### src/rtl/fpu_pkg.sv
package fpu_pkg;

  // single-precision word layout
  localparam int word_w   = 32;
  localparam int exp_w    = 8;
  localparam int man_w    = 23;
  localparam int sign_bit = word_w - 1;
  localparam int exp_lsb  = man_w;

  // all-ones exponent, infinity
  localparam int exp_max = 255;

  // peer units on the shared writeback port
  localparam int unit_n = 2;

  // unit tags, used on op and result_tag
  localparam logic tag_add = 1'b0;
  localparam logic tag_mul = 1'b1;

  // cycles from accepting edge to done
  localparam int fadd_stages = 3;
  localparam int fmul_stages = 2;

endpackage

### src/rtl/fadd.sv
`timescale 1ns/1ps

module fadd
  import fpu_pkg::*;
(
  input  logic              clk,
  input  logic              rstn,
  input  logic              order,
  output logic              accepted,
  output logic              done,
  input  logic              grant,
  input  logic [word_w-1:0] rs1,
  input  logic [word_w-1:0] rs2,
  output logic [word_w-1:0] rd
);

  logic       busy;
  logic [1:0] cnt;
  logic       ld2;
  logic       ld3;

  assign accepted = ~busy & order;
  assign done     = busy & (cnt == 2'(fadd_stages - 1));
  assign ld2      = busy & (cnt == 2'd0);
  assign ld3      = busy & (cnt == 2'd1);

  always_ff @(posedge clk) begin
    if (!rstn) begin
      busy <= 1'b0;
      cnt  <= '0;
    end else if (accepted) begin
      busy <= 1'b1;
      cnt  <= '0;
    end else if (done) begin
      // sit on the result until the arbiter takes it
      if (grant) begin
        busy <= 1'b0;
        cnt  <= '0;
      end
    end else if (busy) begin
      cnt <= cnt + 2'd1;
    end
  end

  // position of the leading one, counted from bit 25
  function automatic logic [4:0] lead_shift(input logic [26:0] m);
    logic [4:0] sh;
    sh = 5'd26;
    for (int i = 0; i <= 25; i++) begin
      if (m[i]) begin
        sh = 5'(25 - i);
      end
    end
    return sh;
  endfunction

  // stage one: align
  logic [exp_w-1:0] e1;
  logic [exp_w-1:0] e2;
  logic [exp_w-1:0] e1a;
  logic [exp_w-1:0] e2a;
  logic [man_w+1:0] m1a;
  logic [man_w+1:0] m2a;
  logic [exp_w:0]   te;
  logic [exp_w-1:0] tde;
  logic [4:0]       de;
  logic             sel;
  logic [man_w+1:0] ms;
  logic [man_w+1:0] mi;
  logic [exp_w-1:0] es;
  logic             ss;
  logic [55:0]      mia;

  assign e1  = rs1[exp_lsb +: exp_w];
  assign e2  = rs2[exp_lsb +: exp_w];
  // zero exponent counts as one, no hidden bit
  assign e1a = (e1 == '0) ? exp_w'(1) : e1;
  assign e2a = (e2 == '0) ? exp_w'(1) : e2;
  assign m1a = {1'b0, (e1 != '0), rs1[man_w-1:0]};
  assign m2a = {1'b0, (e2 != '0), rs2[man_w-1:0]};

  // e1a - e2a - 1, top bit set when e1a is larger
  assign te  = {1'b0, e1a} + {1'b0, ~e2a};
  assign tde = te[exp_w] ? (te[exp_w-1:0] + 1'b1) : ~te[exp_w-1:0];
  assign de  = (tde > 8'd31) ? 5'd31 : tde[4:0];
  assign sel = (de == 5'd0) ? (m2a >= m1a) : ~te[exp_w];

  assign ms  = sel ? m2a : m1a;
  assign mi  = sel ? m1a : m2a;
  assign es  = sel ? e2a : e1a;
  assign ss  = sel ? rs2[sign_bit] : rs1[sign_bit];
  assign mia = {mi, 31'b0} >> de;

  logic             st1_same;
  logic             st1_neg;
  logic             st1_ss;
  logic [man_w+1:0] st1_ms;
  logic [exp_w-1:0] st1_es;
  logic [55:0]      st1_mia;

  always_ff @(posedge clk) begin
    if (accepted) begin
      st1_same <= (rs1[sign_bit] == rs2[sign_bit]);
      st1_neg  <= rs1[sign_bit] & rs2[sign_bit];
      st1_ss   <= ss;
      st1_ms   <= ms;
      st1_es   <= es;
      st1_mia  <= mia;
    end
  end

  // stage two: add or subtract, renormalize
  logic             tstck;
  logic [26:0]      mye;
  logic [exp_w-1:0] eyd;
  logic [26:0]      myd;
  logic             stck;

  assign tstck = |st1_mia[28:0];
  assign mye   = st1_same ? ({st1_ms, 2'b00} + st1_mia[55:29])
                          : ({st1_ms, 2'b00} - st1_mia[55:29]);
  assign eyd   = mye[26] ? (st1_es + 1'b1) : st1_es;
  assign myd   = mye[26] ? (mye >> 1) : mye;
  assign stck  = tstck | (mye[26] & mye[0]);

  logic [exp_w-1:0] st2_ey;
  logic [26:0]      st2_my;
  logic [4:0]       st2_se;
  logic             st2_stck;
  logic             st2_same;
  logic             st2_neg;
  logic             st2_ss;

  always_ff @(posedge clk) begin
    if (ld2) begin
      st2_ey   <= eyd;
      st2_my   <= myd;
      st2_se   <= lead_shift(myd);
      st2_stck <= stck;
      st2_same <= st1_same;
      st2_neg  <= st1_neg;
      st2_ss   <= st1_ss;
    end
  end

  // stage three: final shift and round
  logic signed [exp_w:0] eyf;
  logic [exp_w-1:0]      eyr;
  logic [exp_w-1:0]      eyri;
  logic [26:0]           myf;
  logic                  rnd_up;
  logic [man_w+1:0]      myr;
  logic [exp_w-1:0]      ey;
  logic [man_w-1:0]      my;
  logic                  sy;

  assign eyf = {1'b0, st2_ey} - {4'b0000, st2_se};
  assign eyr = (eyf > 0) ? eyf[exp_w-1:0] : '0;
  // subnormal result when the shift would take the exponent below one
  assign myf = (eyf > 0) ? (st2_my << st2_se) : (st2_my << (st2_ey[4:0] - 5'd1));

  // guard myf[1], round myf[0]; a sticky under subtraction sits below half
  assign rnd_up = myf[1] & (myf[0] | (~st2_stck & myf[2]) | (st2_stck & st2_same));
  assign myr    = myf[26:2] + {24'b0, rnd_up};
  assign eyri   = eyr + 1'b1;

  assign ey = myr[24] ? eyri :
              myr[23] ? ((eyr == '0) ? exp_w'(1) : eyr) : '0;
  assign my = myr[24] ? '0 : myr[man_w-1:0];
  // exact zero is negative only for two negative operands
  assign sy = ((ey == '0) && (my == '0)) ? st2_neg : st2_ss;

  always_ff @(posedge clk) begin
    if (ld3) begin
      rd <= {sy, ey, my};
    end
  end

endmodule

### src/rtl/fmul.sv
`timescale 1ns/1ps

module fmul
  import fpu_pkg::*;
(
  input  logic              clk,
  input  logic              rstn,
  input  logic              order,
  output logic              accepted,
  output logic              done,
  input  logic              grant,
  input  logic [word_w-1:0] rs1,
  input  logic [word_w-1:0] rs2,
  output logic [word_w-1:0] rd
);

  logic busy;
  logic cnt;
  logic ld2;

  assign accepted = ~busy & order;
  assign done     = busy & (cnt == 1'(fmul_stages - 1));
  assign ld2      = busy & (cnt == 1'b0);

  always_ff @(posedge clk) begin
    if (!rstn) begin
      busy <= 1'b0;
      cnt  <= 1'b0;
    end else if (accepted) begin
      busy <= 1'b1;
      cnt  <= 1'b0;
    end else if (done) begin
      if (grant) begin
        busy <= 1'b0;
        cnt  <= 1'b0;
      end
    end else if (busy) begin
      cnt <= 1'b1;
    end
  end

  // stage one: flush, exponent sum, mantissa product
  logic [exp_w-1:0]     e1;
  logic [exp_w-1:0]     e2;
  logic [2*man_w+1:0]   prod;
  logic [exp_w+1:0]     esum;

  assign e1   = rs1[exp_lsb +: exp_w];
  assign e2   = rs2[exp_lsb +: exp_w];
  assign prod = {1'b1, rs1[man_w-1:0]} * {1'b1, rs2[man_w-1:0]};
  // bias is half the all-ones exponent
  assign esum = {2'b00, e1} + {2'b00, e2} - 10'(exp_max >> 1);

  logic                    st1_sign;
  logic                    st1_zero;
  logic signed [exp_w+1:0] st1_exp;
  logic [2*man_w+1:0]      st1_prod;

  always_ff @(posedge clk) begin
    if (accepted) begin
      st1_sign <= rs1[sign_bit] ^ rs2[sign_bit];
      st1_zero <= (e1 == '0) | (e2 == '0);
      st1_exp  <= esum;
      st1_prod <= prod;
    end
  end

  // stage two: normalize by one place at most, round to nearest even
  logic                    hi;
  logic [man_w:0]          nm;
  logic                    guard;
  logic                    sticky;
  logic                    rup;
  logic [man_w+1:0]        mr;
  logic signed [exp_w+1:0] ex;
  logic [man_w-1:0]        frac;
  logic [word_w-1:0]       res;

  assign hi     = st1_prod[2*man_w+1];
  assign nm     = hi ? st1_prod[2*man_w+1:man_w+1] : st1_prod[2*man_w:man_w];
  assign guard  = hi ? st1_prod[man_w] : st1_prod[man_w-1];
  assign sticky = hi ? (|st1_prod[man_w-1:0]) : (|st1_prod[man_w-2:0]);
  assign rup    = guard & (sticky | nm[0]);
  assign mr     = {1'b0, nm} + {{(man_w+1){1'b0}}, rup};
  // a carry out of rounding leaves an all-zero fraction
  assign ex     = st1_exp + {{(exp_w+1){1'b0}}, hi} + {{(exp_w+1){1'b0}}, mr[man_w+1]};
  assign frac   = mr[man_w+1] ? '0 : mr[man_w-1:0];

  always_comb begin
    if (st1_zero || (ex <= 0)) begin
      res = {st1_sign, {(word_w-1){1'b0}}};
    end else if (ex >= exp_max) begin
      res = {st1_sign, exp_w'(exp_max), {man_w{1'b0}}};
    end else begin
      res = {st1_sign, ex[exp_w-1:0], frac};
    end
  end

  always_ff @(posedge clk) begin
    if (ld2) begin
      rd <= res;
    end
  end

endmodule

### src/rtl/fpu_wb_arbiter.sv
`timescale 1ns/1ps

module fpu_wb_arbiter
  import fpu_pkg::*;
(
  input  logic              clk,
  input  logic              rstn,
  input  logic              add_done,
  input  logic              mul_done,
  input  logic [word_w-1:0] add_rd,
  input  logic [word_w-1:0] mul_rd,
  output logic              add_grant,
  output logic              mul_grant,
  output logic              result_valid,
  output logic [word_w-1:0] result,
  output logic              result_tag
);

  logic [unit_n-1:0] req;
  logic [unit_n-1:0] gnt;
  // tag of the unit granted last
  logic              last;

  assign req = {mul_done, add_done};

  // on a conflict the unit not granted last time wins
  assign gnt[tag_add] = req[tag_add] & (~req[tag_mul] | (last == tag_mul));
  assign gnt[tag_mul] = req[tag_mul] & (~req[tag_add] | (last == tag_add));

  assign add_grant    = gnt[tag_add];
  assign mul_grant    = gnt[tag_mul];
  assign result_valid = |gnt;
  assign result       = gnt[tag_mul] ? mul_rd : add_rd;
  assign result_tag   = gnt[tag_mul] ? tag_mul : tag_add;

  always_ff @(posedge clk) begin
    if (!rstn) begin
      // adder goes first after reset
      last <= tag_mul;
    end else if (|gnt) begin
      last <= gnt[tag_mul] ? tag_mul : tag_add;
    end
  end

endmodule

### src/rtl/fpu_cluster.sv
`timescale 1ns/1ps

module fpu_cluster
  import fpu_pkg::*;
(
  input  logic              clk,
  input  logic              rstn,
  input  logic              order,
  input  logic              op,
  input  logic [word_w-1:0] rs1,
  input  logic [word_w-1:0] rs2,
  output logic              accepted,
  output logic              result_valid,
  output logic [word_w-1:0] result,
  output logic              result_tag
);

  logic              add_order;
  logic              mul_order;
  logic              add_accepted;
  logic              mul_accepted;
  logic              add_done;
  logic              mul_done;
  logic              add_grant;
  logic              mul_grant;
  logic [word_w-1:0] add_rd;
  logic [word_w-1:0] mul_rd;

  // only the unit named by op sees the request
  assign add_order = order & (op == tag_add);
  assign mul_order = order & (op == tag_mul);
  assign accepted  = add_accepted | mul_accepted;

  fadd u_fadd (
    .clk      (clk),
    .rstn     (rstn),
    .order    (add_order),
    .accepted (add_accepted),
    .done     (add_done),
    .grant    (add_grant),
    .rs1      (rs1),
    .rs2      (rs2),
    .rd       (add_rd)
  );

  fmul u_fmul (
    .clk      (clk),
    .rstn     (rstn),
    .order    (mul_order),
    .accepted (mul_accepted),
    .done     (mul_done),
    .grant    (mul_grant),
    .rs1      (rs1),
    .rs2      (rs2),
    .rd       (mul_rd)
  );

  fpu_wb_arbiter u_arb (
    .clk          (clk),
    .rstn         (rstn),
    .add_done     (add_done),
    .mul_done     (mul_done),
    .add_rd       (add_rd),
    .mul_rd       (mul_rd),
    .add_grant    (add_grant),
    .mul_grant    (mul_grant),
    .result_valid (result_valid),
    .result       (result),
    .result_tag   (result_tag)
  );

endmodule

### config.mk
export PLATFORM = sky130hd
export DESIGN_NAME = fpu_cluster
export DESIGN_NICKNAME = d
export VERILOG_FILES = /design/src/rtl/fpu_pkg.sv /design/src/rtl/fadd.sv /design/src/rtl/fmul.sv /design/src/rtl/fpu_wb_arbiter.sv /design/src/rtl/fpu_cluster.sv
export SDC_FILE = /design/constraint.sdc
export NUM_CORES = 2
export LEC_CHECK = 0
export ABC_AREA = 1
export BUFFER_PORTS_ARGS = -buffer_cell sky130_fd_sc_hd__buf_2
export CORE_MARGIN = 2
export CORE_UTILIZATION = 25
export DETAILED_ROUTE_END_ITERATION = 6
export SLEW_MARGIN = 0
export SYNTH_ARGS = -nofsm -noshare
export SYNTH_HDL_FRONTEND = slang
export SYNTH_SLANG_ARGS = --single-unit
### constraint.sdc
create_clock -name clk -period 9.6 [get_ports clk]
set_input_delay 0.48 -clock clk [delete_from_list [all_inputs] [get_ports clk]]
set_output_delay 0.48 -clock clk [all_outputs]
set_load 0.05 [all_outputs]
==> results by group <==
Status
  • Result of the run: completed

Setup path
  • CP startpoint kind: register
  • Crit-path most repeated cell: sky130_fd_sc_hd__nor2_1
  • Sort of element at the end of the critical path: register
  • Data arrival, critical path: approximately 8000 ps
  • Maximum fanout count along the critical path: 30
  • Master of the slowest instance on the critical path: sky130_fd_sc_hd__or3b_2
  • Class of the most critical setup path: reg2reg
  • Required @ worst endpoint: 9970 ps
  • Max incr delay on CP: 740 ps

Global route
  • GR Overflow Total: 0
  • First-pass GRT wire length: 187000 microns
  • Maximum number of pins on one net before global-route repair: 78
  • Number of global-route vias before repair: 32900
  • Initial antenna violation count: 2
  • Total track usage: 0.148

Clocking
  • Maximum buffer depth of the clock tree: 3
  • Cts repair resizes: 0
  • Root buf cell: sky130_fd_sc_hd__clkbuf_16
  • # H-tree levels: 1
  • TritonCTS Sinks: approximately 260
  • Number of buffers inserted by post-CTS setup repair: 0
  • Clock insertion delay at the later pin of the skew report: 640 ps
  • Number of buffers inserted during clock tree synthesis: 31
  • Clk pin slew, worst setup/hold paths: roughly 60 ps
  • CTS tree: yes
  • Hold buffer count at CTS: 0

Yosys
  • Most frequently used cell type in the post-synthesis netlist: sky130_fd_sc_hd__nand2_1
  • Primary FF master, synth: sky130_fd_sc_hd__edfxtp_1
  • Post-synthesis sequential area ratio: 0.200
  • Average cell area after synthesis: 7.69 sq um
  • Most area-hungry cell type in the Yosys netlist: sky130_fd_sc_hd__fa_1
  • Proportion of netlist area held by the largest area contributor: 0.249
  • Proportion of synthesized flip-flops having asynchronous set or reset: 0
  • Flops & latches, synth: 263
  • Most used standard cells in the synthesized netlist: sky130_fd_sc_hd__nand2_1, sky130_fd_sc_hd__inv_1, sky130_fd_sc_hd__fa_1
  • Post-synthesis net count: 5942
  • Area contributors post-synth: sky130_fd_sc_hd__fa_1, sky130_fd_sc_hd__edfxtp_1, sky130_fd_sc_hd__nand2_1
  • Post-Synthesis Cell Area: 39100 sq um
  • Warning count from the yosys run: 0
  • Distinct cell type count of the synthesized netlist: between 50 and 60
  • EDFF count, synth: 257
  • Gate count after technology mapping: 5086

Job
  • Max Cap Viol: 0

Route
  • Average detailed-routed wire length per instance: around 17 microns
  • Post-DRT Antenna Nets: 0
  • Number of optimization iterations in the first detailed-route pass: 5
  • Total routed wirelength: roughly 120000 microns
  • Vias post-DR: roughly 32000
  • Routed vias/inst: 4.54
  • Iteration-0 DRC count of the detailed router: 2446
  • Number of design rule violations left after detail routing: 0

Timing
  • Skew final: 44.5 ps
  • FMAX: 132 MHz
  • Final Max Tran Viols: 0
  • Min cycle time layout: 7590 ps
  • Count of final setup violators: 0
  • Worst slew margin relative to its limit: 0.264
  • Final Hold Violating Endpoints: 0
  • Slew at the pin closest to its max-slew limit: about 1100 ps
  • RSZ-0062 raised after global routing: no
  • Setup TNS Final: 0 ps
  • Share of the clock period used by the worst path after layout: 0.791

Placement
  • Final HPWL DP: 95400 microns
  • Weighted congestion reported at the end of routability-driven placement: 0.905
  • Buffers on Ports: just over 100
  • Post-Place Cell Area: 41700 sq um
  • Number of cells after detailed placement: 7083

Floorplanning
  • Core Area: 156000 sq um
  • Die Y-Extent: 400 microns
  • Die Area: 160000 sq um
  • Starting density of the core: 0.251
  • Horizontal die dimension: about 400 microns
  • IO Count: a little over 100
  • Std-Cell Rows: 145

Cells and area
  • Post-route insts no fill: just over 7000
  • Area growth from synthesis to layout: 9.05%
  • Number of fill cells: 16700
  • Final Instance Area: 42700 sq um
  • Total number of nets in the final design: approximately 6000
  • Number of diodes added for antenna fixing: 0
  • Share of final-layout standard cells stronger than drive strength 1: 0.0557
  • Final cell utilization of the core: 0.274

Min path
  • Hold Path Class: in2reg
==> layer usage <==
metal | up-vias | GRT usage | part of all wire
met3 | 149 | 0.0146 | 0.056
met4 | 4 | 0.0386 | 0.027
met5 | - | 0 | 0.00019
met2 | 911 | 0.250 | 0.47
li1 | 15600 | - | -
met1 | 15800 | 0.202 | 0.45
==> final timing paths <==
kind              slack [ps]        endpoint                 from  depth (start not counted)
hold reg to reg          420  u_fadd.st2_neg       u_fadd.st1_neg                          0
setup / recovery        2010   u_fmul.rd[15]  u_fmul.st1_prod[47]                         29
hold / removal            50      u_arb.last                 rstn                          2
setup reg to reg        2010   u_fmul.rd[15]  u_fmul.st1_prod[47]                         29
==> cells in the final DEF, fill, tap and decap left out, types with 5 or more instances in the layout <==
cell	count
sky130_fd_sc_hd__mux2i_1	8
sky130_fd_sc_hd__o211ai_1	8
sky130_fd_sc_hd__buf_4	41
sky130_fd_sc_hd__ha_1	301
sky130_fd_sc_hd__nand2_2	11
sky130_fd_sc_hd__fa_1	487
sky130_fd_sc_hd__dfxtp_1	6
sky130_fd_sc_hd__nand2_4	6
sky130_fd_sc_hd__o221ai_1	5
sky130_fd_sc_hd__a31oi_1	8
sky130_fd_sc_hd__nor2_1	237
sky130_fd_sc_hd__a21o_1	10
sky130_fd_sc_hd__nor2_2	12
sky130_fd_sc_hd__clkinv_1	5
sky130_fd_sc_hd__clkbuf_16	31
sky130_fd_sc_hd__nor3_1	31
sky130_fd_sc_hd__inv_6	5
sky130_fd_sc_hd__xnor2_1	26
sky130_fd_sc_hd__o21ai_0	174
sky130_fd_sc_hd__buf_2	102
sky130_fd_sc_hd__nor3b_1	7
sky130_fd_sc_hd__clkinv_2	6
sky130_fd_sc_hd__a21oi_1	145
sky130_fd_sc_hd__nand3_1	429
sky130_fd_sc_hd__o21bai_1	7
sky130_fd_sc_hd__inv_1	1115
sky130_fd_sc_hd__nand3_2	9
sky130_fd_sc_hd__nand4_1	40
sky130_fd_sc_hd__o21ai_1	10
sky130_fd_sc_hd__a21boi_0	13
sky130_fd_sc_hd__edfxtp_1	257
sky130_fd_sc_hd__or2_2	34
sky130_fd_sc_hd__nand3b_1	6
sky130_fd_sc_hd__xor2_1	103
sky130_fd_sc_hd__nor4_1	21
sky130_fd_sc_hd__o21a_1	14
sky130_fd_sc_hd__nand2_1	1305
==> stage by stage <==
| stage | worst slack [ps] | hold WS [ps] |
|---|---|---|
| floorplan | 1140 | 400 |
| global placement | 1550 | 402 |
| detailed placement | 1420 | 407 |
| CTS | 2000 | 12.0 |
| global route | 1190 | 35.5 |
| finish | 2010 | 48.3 |
==> flip-flops by register name, indices dropped and copies added (netlist names), 2 cells and up <==
name / cells
u_fadd.st2_se: 5
u_fmul.st1_exp: 10
u_fadd.st1_ms: 24
u_fadd.st1_mia: 55
u_fadd.cnt: 2
u_fadd.rd: 32
u_fmul.st1_prod: 48
u_fadd.st2_ey: 8
u_fadd.st1_es: 8
u_fadd.st2_my: 26
u_fmul.rd: 32
==> critical path: cells and delay by family (launching register included) <==
family          cells  cell delay [ps]
simple gates       17             4290
buf+inv             5              870
compound gates      3              800
fa+ha+maj           3              740
flops               1              360
xor+xnor            1              240
==> cells by family (layout without fill, tap and decap cells) <==
| logic type | after synthesis | after routing | synth area share |
|---|---|---|---|
| XOR/XNOR | 129 | 129 | 0.0289 |
| AO/OA/AOI/OAI | 413 | 413 | 0.0586 |
| AND/OR/NAND/NOR | 2162 | 2162 | 0.235 |
| flip-flops | 263 | 263 | 0.200 |
| buffers and inverters | 1323 | 1318 | 0.130 |
| adder cells (fa/ha/maj) | 788 | 788 | 0.346 |
| multiplexers | 8 | 8 | 0.00205 |
==> cell type report <==
class / count / area, sq um / area share
Inverter: 1119 / 4200 / 0.0985
Multi-Input combinational cell: 3500 / 26200 / 0.615
Tap cell: 2058 / 2570 / 0.0604
Sequential cell: 263 / 7840 / 0.184
Clock buffer: 33 / 783 / 0.0184
Timing Repair Buffer: 143 / 818 / 0.0192
Clock inverter: 23 / 196 / 0.00461
Power is not shown: default switching activity piles up to over one toggle a cycle in this logic, so the estimate is an artifact.
